--- config.mk ---
export PLATFORM = sky130hd
export DESIGN_NAME = misc_ctrl_top
export DESIGN_NICKNAME = d
export VERILOG_FILES = /design/src/hw/misc_ctrl_pkg.sv /design/src/hw/gpmc_bus_capture.sv /design/src/hw/misc_reg_bank.sv /design/src/hw/watchdog_pulse.sv /design/src/hw/panel_output.sv /design/src/hw/misc_ctrl_top.sv
export SDC_FILE = /design/constraint.sdc
export NUM_CORES = 1
export LEC_CHECK = 0
export BUFFER_PORTS_ARGS = -buffer_cell sky130_fd_sc_hd__buf_4
export CAP_MARGIN = 20
export CORE_ASPECT_RATIO = 1.2
export CORE_MARGIN = 4
export CORE_UTILIZATION = 57
export DETAILED_ROUTE_END_ITERATION = 10
export GPL_TIMING_DRIVEN = 0
export HOLD_SLACK_MARGIN = 0.03
export PLACE_DENSITY = 0.8
export SLEW_MARGIN = 0
export SYNTH_ARGS = -nofsm -noshare
export SYNTH_HDL_FRONTEND = slang
export SYNTH_HIERARCHICAL = 1
export SYNTH_SLANG_ARGS = --single-unit
--- constraint.sdc ---
create_clock -name fpga_clk -period 2 [get_ports fpga_clk]
set_input_delay 0.2 -clock fpga_clk [delete_from_list [all_inputs] [get_ports fpga_clk]]
set_output_delay 0.2 -clock fpga_clk [all_outputs]
set_load 0.02 [all_outputs]
--- src/hw/misc_ctrl_pkg.sv ---
`default_nettype none

package misc_ctrl_pkg;

	//--------------------------------------------------------------------------
	// Host bus widths
	//--------------------------------------------------------------------------

	// Address and data of the asynchronous chip-select bus
	typedef logic [7:0] addr_t;
	typedef logic [7:0] data_t;

	// Active-low selects, bit n belongs to bank n
	typedef logic [3:1] cs_vec_t;

	// Misc registers answer on chip select 3
	localparam int MISC_BANK = 3;

	//--------------------------------------------------------------------------
	// Misc bank register map
	//--------------------------------------------------------------------------

	// Watchdog enable in bit 0, feed bit in bit 1
	localparam addr_t OFS_WDG        = 8'h00;
	localparam addr_t OFS_IO_LED     = 8'h02;
	localparam addr_t OFS_RELAY_EN   = 8'h03;
	localparam addr_t OFS_RELAY_CTRL = 8'h04;
	// LCD backlight in bit 1, LVDS power in bit 0
	localparam addr_t OFS_LVDS       = 8'h0a;
	// First of six read-only ID bytes
	localparam addr_t OFS_SYS_ID     = 8'h20;

	// Board identification, lowest offset first
	localparam data_t SYS_ID [6] = '{8'h9a, 8'hf4, 8'h6c, 8'h7f, 8'hde, 8'h13};

	// RUN LED on and LVDS powered out of reset
	localparam logic [3:0] RST_IO_LED = 4'h1;
	localparam logic [1:0] RST_LVDS   = 2'h1;

	//--------------------------------------------------------------------------
	// Stage structs
	//--------------------------------------------------------------------------

	// One write request, valid for a single cycle
	typedef struct packed {
		logic  valid;
		addr_t addr;
		data_t data;
	} bus_wr_t;

	// Read window, follows the pins
	typedef struct packed {
		logic  active;
		addr_t addr;
	} bus_rd_t;

	// Stored register bits
	typedef struct packed {
		logic       wdg_en;
		logic       wdg_pwm;
		logic [3:0] io_led;
		logic [3:0] relay_en;
		logic [3:0] relay_ctl;
		logic [1:0] lvds;
	} misc_regs_t;

endpackage

`default_nettype wire

--- src/hw/gpmc_bus_capture.sv ---
`default_nettype none

module gpmc_bus_capture
	import misc_ctrl_pkg::*;
(
	input  wire          fpga_clk,
	input  wire          sys_rst_n,
	input  wire cs_vec_t gpmc_cs_n,
	input  wire          gpmc_we_n,
	input  wire          gpmc_oe_n,
	input  wire addr_t   sa,
	input  wire data_t   sd_in,
	output bus_wr_t      wr,
	output bus_rd_t      rd
);

	// Two-flop synchronizers, still active low
	logic [1:0] we_sync;
	logic [1:0] cs_sync;
	// Previous synchronized strobe for edge detection
	logic       we_prev;
	logic       we_fall;
	logic       wr_valid;
	addr_t      wr_addr;
	data_t      wr_data;

	//--------------------------------------------------------------------------
	// Strobe resynchronization
	//--------------------------------------------------------------------------

	always_ff @(posedge fpga_clk or negedge sys_rst_n)
	begin
		if (!sys_rst_n)
		begin
			we_sync  <= 2'b11;
			cs_sync  <= 2'b11;
			we_prev  <= 1'b1;
			wr_valid <= 1'b0;
		end
		else
		begin
			we_sync  <= {we_sync[0], gpmc_we_n};
			cs_sync  <= {cs_sync[0], gpmc_cs_n[MISC_BANK]};
			we_prev  <= we_sync[1];
			// Single-cycle request on the third edge
			wr_valid <= we_fall;
		end
	end

	// Strobe went low while the misc bank is selected
	assign we_fall = we_prev & ~we_sync[1] & ~cs_sync[1];

	// Host keeps sa and sd_in stable across the strobe
	always_ff @(posedge fpga_clk)
	begin
		if (we_fall)
		begin
			wr_addr <= sa;
			wr_data <= sd_in;
		end
	end

	assign wr.valid = wr_valid;
	assign wr.addr  = wr_addr;
	assign wr.data  = wr_data;

	// Read window straight from the pins
	assign rd.active = ~gpmc_cs_n[MISC_BANK] & ~gpmc_oe_n;
	assign rd.addr   = sa;

endmodule

`default_nettype wire

--- src/hw/misc_reg_bank.sv ---
`default_nettype none

module misc_reg_bank
	import misc_ctrl_pkg::*;
(
	input  wire          fpga_clk,
	input  wire          sys_rst_n,
	input  wire bus_wr_t wr,
	input  wire bus_rd_t rd,
	output misc_regs_t   regs,
	output data_t        sd_out,
	output logic         sd_oe
);

	// Read mux result before output gating
	data_t rd_data;
	logic  rd_hit;
	// Distance from the first ID byte, wraps above for lower offsets
	addr_t id_ofs;

	//--------------------------------------------------------------------------
	// Register write
	//--------------------------------------------------------------------------

	always_ff @(posedge fpga_clk or negedge sys_rst_n)
	begin
		if (!sys_rst_n)
		begin
			regs.wdg_en    <= 1'b0;
			regs.wdg_pwm   <= 1'b0;
			regs.io_led    <= RST_IO_LED;
			regs.relay_en  <= 4'h0;
			regs.relay_ctl <= 4'h0;
			regs.lvds      <= RST_LVDS;
		end
		else if (wr.valid)
		begin
			// Only the defined low bits are kept
			case (wr.addr)
				OFS_WDG:
				begin
					regs.wdg_en  <= wr.data[0];
					regs.wdg_pwm <= wr.data[1];
				end
				OFS_IO_LED:
					regs.io_led <= wr.data[3:0];
				OFS_RELAY_EN:
					regs.relay_en <= wr.data[3:0];
				OFS_RELAY_CTRL:
					regs.relay_ctl <= wr.data[3:0];
				OFS_LVDS:
					regs.lvds <= wr.data[1:0];
				// ID bytes and holes in the map are not writable
				default:
				begin
				end
			endcase
		end
	end

	//--------------------------------------------------------------------------
	// Read-back mux
	//--------------------------------------------------------------------------

	assign id_ofs = rd.addr - OFS_SYS_ID;

	always_comb
	begin
		rd_data = '0;
		rd_hit  = 1'b1;
		case (rd.addr)
			OFS_WDG:
				rd_data = {6'h0, regs.wdg_pwm, regs.wdg_en};
			OFS_IO_LED:
				rd_data = {4'h0, regs.io_led};
			OFS_RELAY_EN:
				rd_data = {4'h0, regs.relay_en};
			OFS_RELAY_CTRL:
				rd_data = {4'h0, regs.relay_ctl};
			OFS_LVDS:
				rd_data = {6'h0, regs.lvds};
			default:
			begin
				// System ID window, everything else is unmapped
				if (id_ofs < 8'd6)
				begin
					rd_data = SYS_ID[id_ofs[2:0]];
				end
				else
				begin
					rd_hit = 1'b0;
				end
			end
		endcase
	end

	// Drive the bus only for a mapped offset inside the read window
	assign sd_oe  = rd.active & rd_hit;
	assign sd_out = sd_oe ? rd_data : '0;

endmodule

`default_nettype wire

--- src/hw/watchdog_pulse.sv ---
`default_nettype none

module watchdog_pulse
	import misc_ctrl_pkg::*;
#(
	parameter int WDG_CNT_WIDTH = 24
)
(
	input  wire             fpga_clk,
	input  wire             sys_rst_n,
	input  wire misc_regs_t regs,
	output logic            wdg_out,
	output logic            heartbeat
);

	// Free-running divider, top bit toggles the heartbeat
	logic [WDG_CNT_WIDTH-1:0] wdg_cnt;

	always_ff @(posedge fpga_clk or negedge sys_rst_n)
	begin
		if (!sys_rst_n)
		begin
			wdg_cnt <= '0;
		end
		else
		begin
			wdg_cnt <= wdg_cnt + 1'b1;
		end
	end

	assign heartbeat = wdg_cnt[WDG_CNT_WIDTH-1];

	// Heartbeat feeds the external watchdog until software enables
	// its own feed bit
	assign wdg_out = regs.wdg_en ? regs.wdg_pwm : heartbeat;

endmodule

`default_nettype wire

--- src/hw/panel_output.sv ---
`default_nettype none

module panel_output
	import misc_ctrl_pkg::*;
(
	input  wire misc_regs_t regs,
	output logic [3:0]      relay_ctrl,
	output logic [3:0]      io_led_out,
	output logic            lcd_vled,
	output logic            lvds_pwen
);

	// Relay drive after enable masking
	logic [3:0] relay_on;
	// Heater indications, one per heater pair
	logic       sio2_heat;
	logic       filter_heat;

	//--------------------------------------------------------------------------
	// Relays
	//--------------------------------------------------------------------------

	// A relay only switches when it is enabled
	assign relay_on   = regs.relay_ctl & regs.relay_en;
	assign relay_ctrl = relay_on;

	//--------------------------------------------------------------------------
	// IO LEDs, all active low
	//--------------------------------------------------------------------------

	// SIO2 heaters on relays 0 and 1
	assign sio2_heat   = regs.io_led[2] | relay_on[0] | relay_on[1];
	// Filter and case heaters on relays 2 and 3
	assign filter_heat = regs.io_led[3] | relay_on[2] | relay_on[3];

	// RUN and ERR straight from the register
	assign io_led_out[1:0] = ~regs.io_led[1:0];
	assign io_led_out[2]   = ~sio2_heat;
	assign io_led_out[3]   = ~filter_heat;

	// LVDS panel power and backlight
	assign lcd_vled  = regs.lvds[1];
	assign lvds_pwen = regs.lvds[0];

endmodule

`default_nettype wire

--- src/hw/misc_ctrl_top.sv ---
`default_nettype none

module misc_ctrl_top
	import misc_ctrl_pkg::*;
#(
	parameter int WDG_CNT_WIDTH = 24
)
(
	input  wire          fpga_clk,
	input  wire          sys_rst_n,
	// Host chip-select bus
	input  wire cs_vec_t gpmc_cs_n,
	input  wire          gpmc_we_n,
	input  wire          gpmc_oe_n,
	input  wire addr_t   sa,
	input  wire data_t   sd_in,
	// Split data bus, the board top adds the tristate pad
	output data_t        sd_out,
	output logic         sd_oe,
	// Board outputs
	output logic         wdg_out,
	output logic         heartbeat,
	output logic [3:0]   relay_ctrl,
	output logic [3:0]   io_led_out,
	output logic         lcd_vled,
	output logic         lvds_pwen
);

	// Stage to stage links
	bus_wr_t    wr;
	bus_rd_t    rd;
	misc_regs_t regs;

	//--------------------------------------------------------------------------
	// Bus capture and register bank
	//--------------------------------------------------------------------------

	gpmc_bus_capture u_capture (
		.fpga_clk  (fpga_clk),
		.sys_rst_n (sys_rst_n),
		.gpmc_cs_n (gpmc_cs_n),
		.gpmc_we_n (gpmc_we_n),
		.gpmc_oe_n (gpmc_oe_n),
		.sa        (sa),
		.sd_in     (sd_in),
		.wr        (wr),
		.rd        (rd)
	);

	misc_reg_bank u_regs (
		.fpga_clk  (fpga_clk),
		.sys_rst_n (sys_rst_n),
		.wr        (wr),
		.rd        (rd),
		.regs      (regs),
		.sd_out    (sd_out),
		.sd_oe     (sd_oe)
	);

	//--------------------------------------------------------------------------
	// Board outputs
	//--------------------------------------------------------------------------

	watchdog_pulse #(
		.WDG_CNT_WIDTH (WDG_CNT_WIDTH)
	) u_wdg (
		.fpga_clk  (fpga_clk),
		.sys_rst_n (sys_rst_n),
		.regs      (regs),
		.wdg_out   (wdg_out),
		.heartbeat (heartbeat)
	);

	panel_output u_panel (
		.regs       (regs),
		.relay_ctrl (relay_ctrl),
		.io_led_out (io_led_out),
		.lcd_vled   (lcd_vled),
		.lvds_pwen  (lvds_pwen)
	);

endmodule

`default_nettype wire

Word level (Yosys, flattened, before mapping)
Memories as Yosys holds them, arrays and structs flattened.
Cells that the tools add are included.
{ "word_totals": {"reg_bits": 58, "romBits": 64, "input_bits": 23, "output_inout_bits": 21, "word_cells": 59, "mem_count": 1} }
{ "classes": {"add_sub_neg": 2, "magnitude_cmp": 2, "n_eq_ne": 8, "mux": 8, "bitwise": 17, "reduce_logical": 8} }
{ "memory_table": {"columns": ["memory", "words", "width", "rd", "rd_ports_with_merged_regs", "write_ports", "line_no", "rtl"], "rows": [
  ["(no name shown)", 8, 8, 1, 0, 0, "misc_reg_bank.sv:87", "rd_data = SYS_ID[id_ofs[2:0]];"]
]} }
{ "ops": {"columns": ["op", "count"], "rows": [
  ["$pmux 8 s5", 1],
  ["$eq 8x2->1 const B", 4],
  ["$mux 8", 4],
  ["$add 24x1->24 const B", 1],
  ["$eq 8x3->1 const B", 2],
  ["$eq 8x4->1 const B", 2],
  ["$logic_not 8->1", 2],
  ["$reduce_and 2->1", 5],
  ["$lt 8x3->1 const B", 1],
  ["$sub 8x6->8 const B", 1],
  ["$not 1->1", 6],
  ["$reduce_or 5->1", 1],
  ["$and 1x1->1", 4],
  ["$and 4x4->4", 1],
  ["$ge 4x4->1 const B", 1],
  ["$not 3->4", 1],
  ["$or 1x1->1", 4],
  ["$mux 1", 3],
  ["$not 2->2", 1]
]} }

Logic depth before layout (Yosys ltp)
{ "depth": {"depth_word": 8, "mapped_depth": 7} }

Hierarchy
The synthesis kept the hierarchy.
{ "modules_own_cells": {"columns": ["mod", "n_inst", "cells_per_inst", "area_per_inst_um2"], "rows": [
  ["misc_reg_bank", 1, 104, 1088.5],
  ["watchdog_pulse", 1, 84, 1032.2],
  ["gpmc_bus_capture", 1, 33, 720.7],
  ["panel_output", 1, 10, 80.1]
]} }

Least setup slack after synthesis
No wires, ideal clock.
{ "synth_timing": {"kind": "input -> output", "startpoint": "input port sa[5]", "endpoint": "output port sd_out[1]", "t_arrival_ps": 1865, "required_ps": 1800, "setup_slack_ps": -65, "cell_stages": 5, "n_path_buf": 1, "cell_sequence": "buf_4 > or4_4 > a21oi_1 > a21boi_0 > a221oi_1"} }
{ "synth_between": {"elab_chain_cells": 6, "elab_cells_between_ends": 14, "cone_classes": "1 x add/sub; 1 x order compare; 4 x eq/ne; 5 x mux; 1 x bitwise; 2 x reduce/logical"} }
{ "synth_lines": {"columns": ["item", "line_no", "rtl"], "rows": [
  ["start: declaration", "misc_ctrl_top.sv:15", "input wire addr_t sa,"],
  ["$sub 8x6->8", "misc_reg_bank.sv:65", "assign id_ofs = rd.addr - OFS_SYS_ID;"],
  ["$lt 8x3->1", "misc_reg_bank.sv:85", "if (id_ofs < 8'd6)"],
  ["$mux 1", "misc_reg_bank.sv:85", null],
  ["$mux 1", "misc_reg_bank.sv:71", "case (rd.addr)"],
  ["$and 1x1->1", "misc_reg_bank.sv:98", "assign sd_oe = rd.active & rd_hit;"],
  ["$mux 8 (*)", "misc_reg_bank.sv:99", "assign sd_out = sd_oe ? rd_data : '0;"],
  ["end: declaration", "misc_ctrl_top.sv:18", "output data_t sd_out,"]
]} }
Every way passes the cells marked *; elsewhere a longest branch is shown, timed or not.

Worst setup path in the final report
{ "layout_timing": {"startpoint": "input port sa[7]", "endpoint": "output port sd_out[1]"} }
Same word-level chain as after synthesis.

==> results <==
- The DRC violation count after routing is 0.
- The final layout contains about 310 nets.
- The final weighted congestion in routability-driven placement is around 0.83.
- In the global route stage, met2 resource usage came out at 34.7%.
- Setup violations remaining at the end of the flow were counted as 1.
- The core region is about 4700 um^2.
- The part of the cycle the worst path needs is 105%.
- The class of the tightest hold or removal check is in2reg.
- Entering global routing, the biggest net connects 47 pins.
- After filler insertion, the fill cell instance count of the layout stands at 304.
- The detailed router finished its first iteration with 80 violations.
- The final cell area excluding filler cells is between 3000 and 4000 um^2.
- The layer flagged by global routing as most heavily used is met2.
- After layout, the minimum clock period comes to 2.09 ns.
- During I/O placement, the number of pins put on the boundary was between 40 and 50.
- The remaining antenna violation count after routing is 0.
- The maximum vdd drop is about 0.62 mV.
- The repair_antennas step left the layout with diodes totalling 0.
- The clock latency on the worst-skew pair is around 0.34 ns.
- The largest clock skew in the final design is between 0.006 and 0.007 ns.
- The tree is rooted in a sky130_fd_sc_hd__clkbuf_8.
- The final number of max-transition violations is 0.
- The final reports fail on setup timing.
- The y dimension of the die is ~85 um.
- Setup repair after global routing could not meet its margin everywhere.
- The first global-routing pass estimated 9.51 mm of wire.
- By startpoint and endpoint, the worst setup path is classified as in2out.
- The maximum fanout along the worst path is 4.
- The H-tree generated during clock tree synthesis spans 3 levels.
- The number of buffers added by the clock tree synthesis step is 9.
- The cell area reported after detailed placement is approximately 3200 um^2.
- The length in cells of the worst reg-to-reg path is 4.
- The synthesized netlist occupies a cell area of between 2000 and 3000 um^2.
- The fmax is roughly 480 MHz.
- The setup check on the worst reg-to-reg path leaves a slack of around 0.04 ns.
- The row count is 27.
- The via count of the first global-routing pass came to between 1500 and 2000.
- The clock transition time at the flip-flop clock pins of the worst setup and hold paths is ~0.070 ns.
- The total routing usage reported by global routing is around a fifth.
- The endpoint identified for the worst register-to-register timing path is u_regs/regs[3]$_DFFE_PN0P_.
- The startpoint of the lowest-slack register-to-register path is u_capture/wr_addr[6]$_DFFE_PP_.
- Dividing total power by cell area gives a power density of ~670 nW/um^2.
- Port buffering added 37 buffers.
- The final layout contains routed wiring with a total length of roughly 5.7 mm.
- The run finished, with violations left.
- After global routing the overflow that remains totals 0.
- The worst-margin pin slew is between 1 and 1.5 ns.
- The fraction of final layout cells with drive strength greater than 1 is between 30% and 40%.
- STA puts the critical path data required time at about 1.8 ns.
- The critical path launch point type is an input pin.
- The tool flagged a number of max-cap violations equal to 0.
- After detailed routing, the average wire length per cell comes to between 15 and 20 um.
- The critical path ends at sd_out[1].
- For this block, the via count after detailed routing is 1927.
- The count of final hold-check violations came to 0.
- The met1 layer usage reported by global route is between 20 and 25%.
- The TritonCTS sink count is 58.
- Once routing completed, OpenROAD measured the worst setup slack at -0.0935 ns.
- The initial standard-cell utilization of the core is roughly 60%.
- The number of buffers inserted by hold repair at cts is 6.
- TritonCTS built the clock tree.
- The die extent in x is around 72 um.
- The dominant cell type by count on the critical path is sky130_fd_sc_hd__buf_6.
- Data arrives at the worst endpoint at 1.89 ns.
- After detailed routing, the number of vias per cell comes to 5.55.
- The number of instances on the worst hold path is 1.
- The largest single stage delay on the critical path is 0.56 ns.
- The area of the die is just over 6000 um^2.
- The met3 layer usage reported by global route is 6.35%.
- The synthesized instance count is 227.
- The first detailed-routing pass took 4 iterations.
- The area growth from synthesis to layout is 25.5%.
- Measured against its own limit, the worst slew margin works out to between 30% and 40%.
- The endpoint type of the worst setup path is a primary output.
- The net count after synthesis is about 260.
- No sink is reached through more buffers than the 2 on the longest clock path.
- Summed over all cells, the static leakage comes to 1.60 nW.
- The number of antenna violations at the first check in global routing was 0.
- Tracing the worst setup path back leads to its startpoint at sa[7].
- For this run, the number of Yosys warnings is 6.
- The critical path goes through buf_6 > buf_6 > or4_4 > o41a_1 > a221oi_2 > buf_4.
- Detailed placement ended at an HPWL of between 3 and 4 mm.
- Final hold analysis gives a worst-case slack of 0.0402 ns.
- The critical path's slowest cell is sky130_fd_sc_hd__or4_4.
- The average cell area after synthesis is 12.3 um^2.
## routing by layer
metal  vias up  wire (um)
met3        10        241
met1       956       2350
met5         -          0
li1        919          -
met2        42       3030
met4         0         94
## placed cells by master, fill, tap and decap left out, types with 6 or more instances in the layout
master,n
sky130_fd_sc_hd__dlygate4sd3_1,6
sky130_fd_sc_hd__buf_4,47
sky130_fd_sc_hd__inv_1,11
sky130_fd_sc_hd__nand3_1,12
sky130_fd_sc_hd__dfstp_2,7
sky130_fd_sc_hd__nand2_1,8
sky130_fd_sc_hd__dfrtp_1,39
sky130_fd_sc_hd__xnor2_1,19
sky130_fd_sc_hd__clkbuf_8,11
sky130_fd_sc_hd__ha_1,6
sky130_fd_sc_hd__nand4_1,7
sky130_fd_sc_hd__mux2_2,13
sky130_fd_sc_hd__and3_1,6
sky130_fd_sc_hd__edfxtp_1,12
## report_power, final
| group | internal (mW) | switching [mW] |
|---|---|---|
| clock network | 0.509 | 0.437 |
| logic | 0.0730 | 0.0804 |
| registers | 1.23 | 0.0114 |
| total | 1.81 | 0.529 |
## metrics by stage
step	total power, mW	TNS [ns]	setup slack (ns)	std cells	util, %
global placement	1.39	-0.662	-0.178	322	67.7
detailed placement	1.39	-1.28	-0.255	322	67.7
finish	2.34	-0.0935	-0.0935	347	75.4
CTS	2.36	-0.0831	-0.0831	345	73.8
global route	2.45	-0.152	-0.147	347	75.4
floorplan	1.32	0	0.0582	227	-
## flip-flops by register name, summed over array words and instances, names as in the netlist
name                flops
u_capture/we_sync       2
u_capture/wr_data       4
u_wdg/wdg_cnt          24
u_capture/we_prev       1
u_capture/wr_addr       8
u_capture/wr_valid      1
u_capture/cs_sync       2
u_regs/regs            16
## cell type report
type,count,area [um^2],share of cell area (%)
Clock inverter,3,13.8,0.391
Clock buffer,13,159,4.52
Tap cell,58,72.6,2.06
Inverter,12,45.0,1.28
Buffer,12,93.8,2.67
Sequential cell,58,1520,43.2
Multi-Input combinational cell,143,1230,34.9
Timing Repair Buffer,48,383,10.9
## how the worst min path moves through the flow
stage / startpoint / end
3_3_place_gp: sys_rst_n / u_wdg/wdg_cnt[2]$_DFF_PN0_
5_1_grt: sa[7] / u_capture/wr_addr[7]$_DFFE_PP_
3_5_place_dp: sys_rst_n / u_wdg/wdg_cnt[2]$_DFF_PN0_
2_1_floorplan: sys_rst_n / u_capture/wr_valid$_DFF_PN0_
4_1_cts: sa[0] / u_capture/wr_addr[0]$_DFFE_PP_
6_report: sa[7] / u_capture/wr_addr[7]$_DFFE_PP_
## worst max-delay path: cells and delay by family
kind                   cells  cell delay (ns)
AO/OA/AOI/OAI              2             0.74
buffers and inverters      3             0.39
AND/OR/NAND/NOR            1             0.56
## timing repair
| item | in CTS | in global routing |
|---|---|---|
| endpoints found under the setup margin | 13 | 13 |
| setup buffers | 2 | 3 |
| resized for setup | 8 | 15 |
| pin swaps | 2 | 8 |
| hold endpoints to repair | 44 | 1 |
Note: power is estimated with default switching activity, not from simulation.
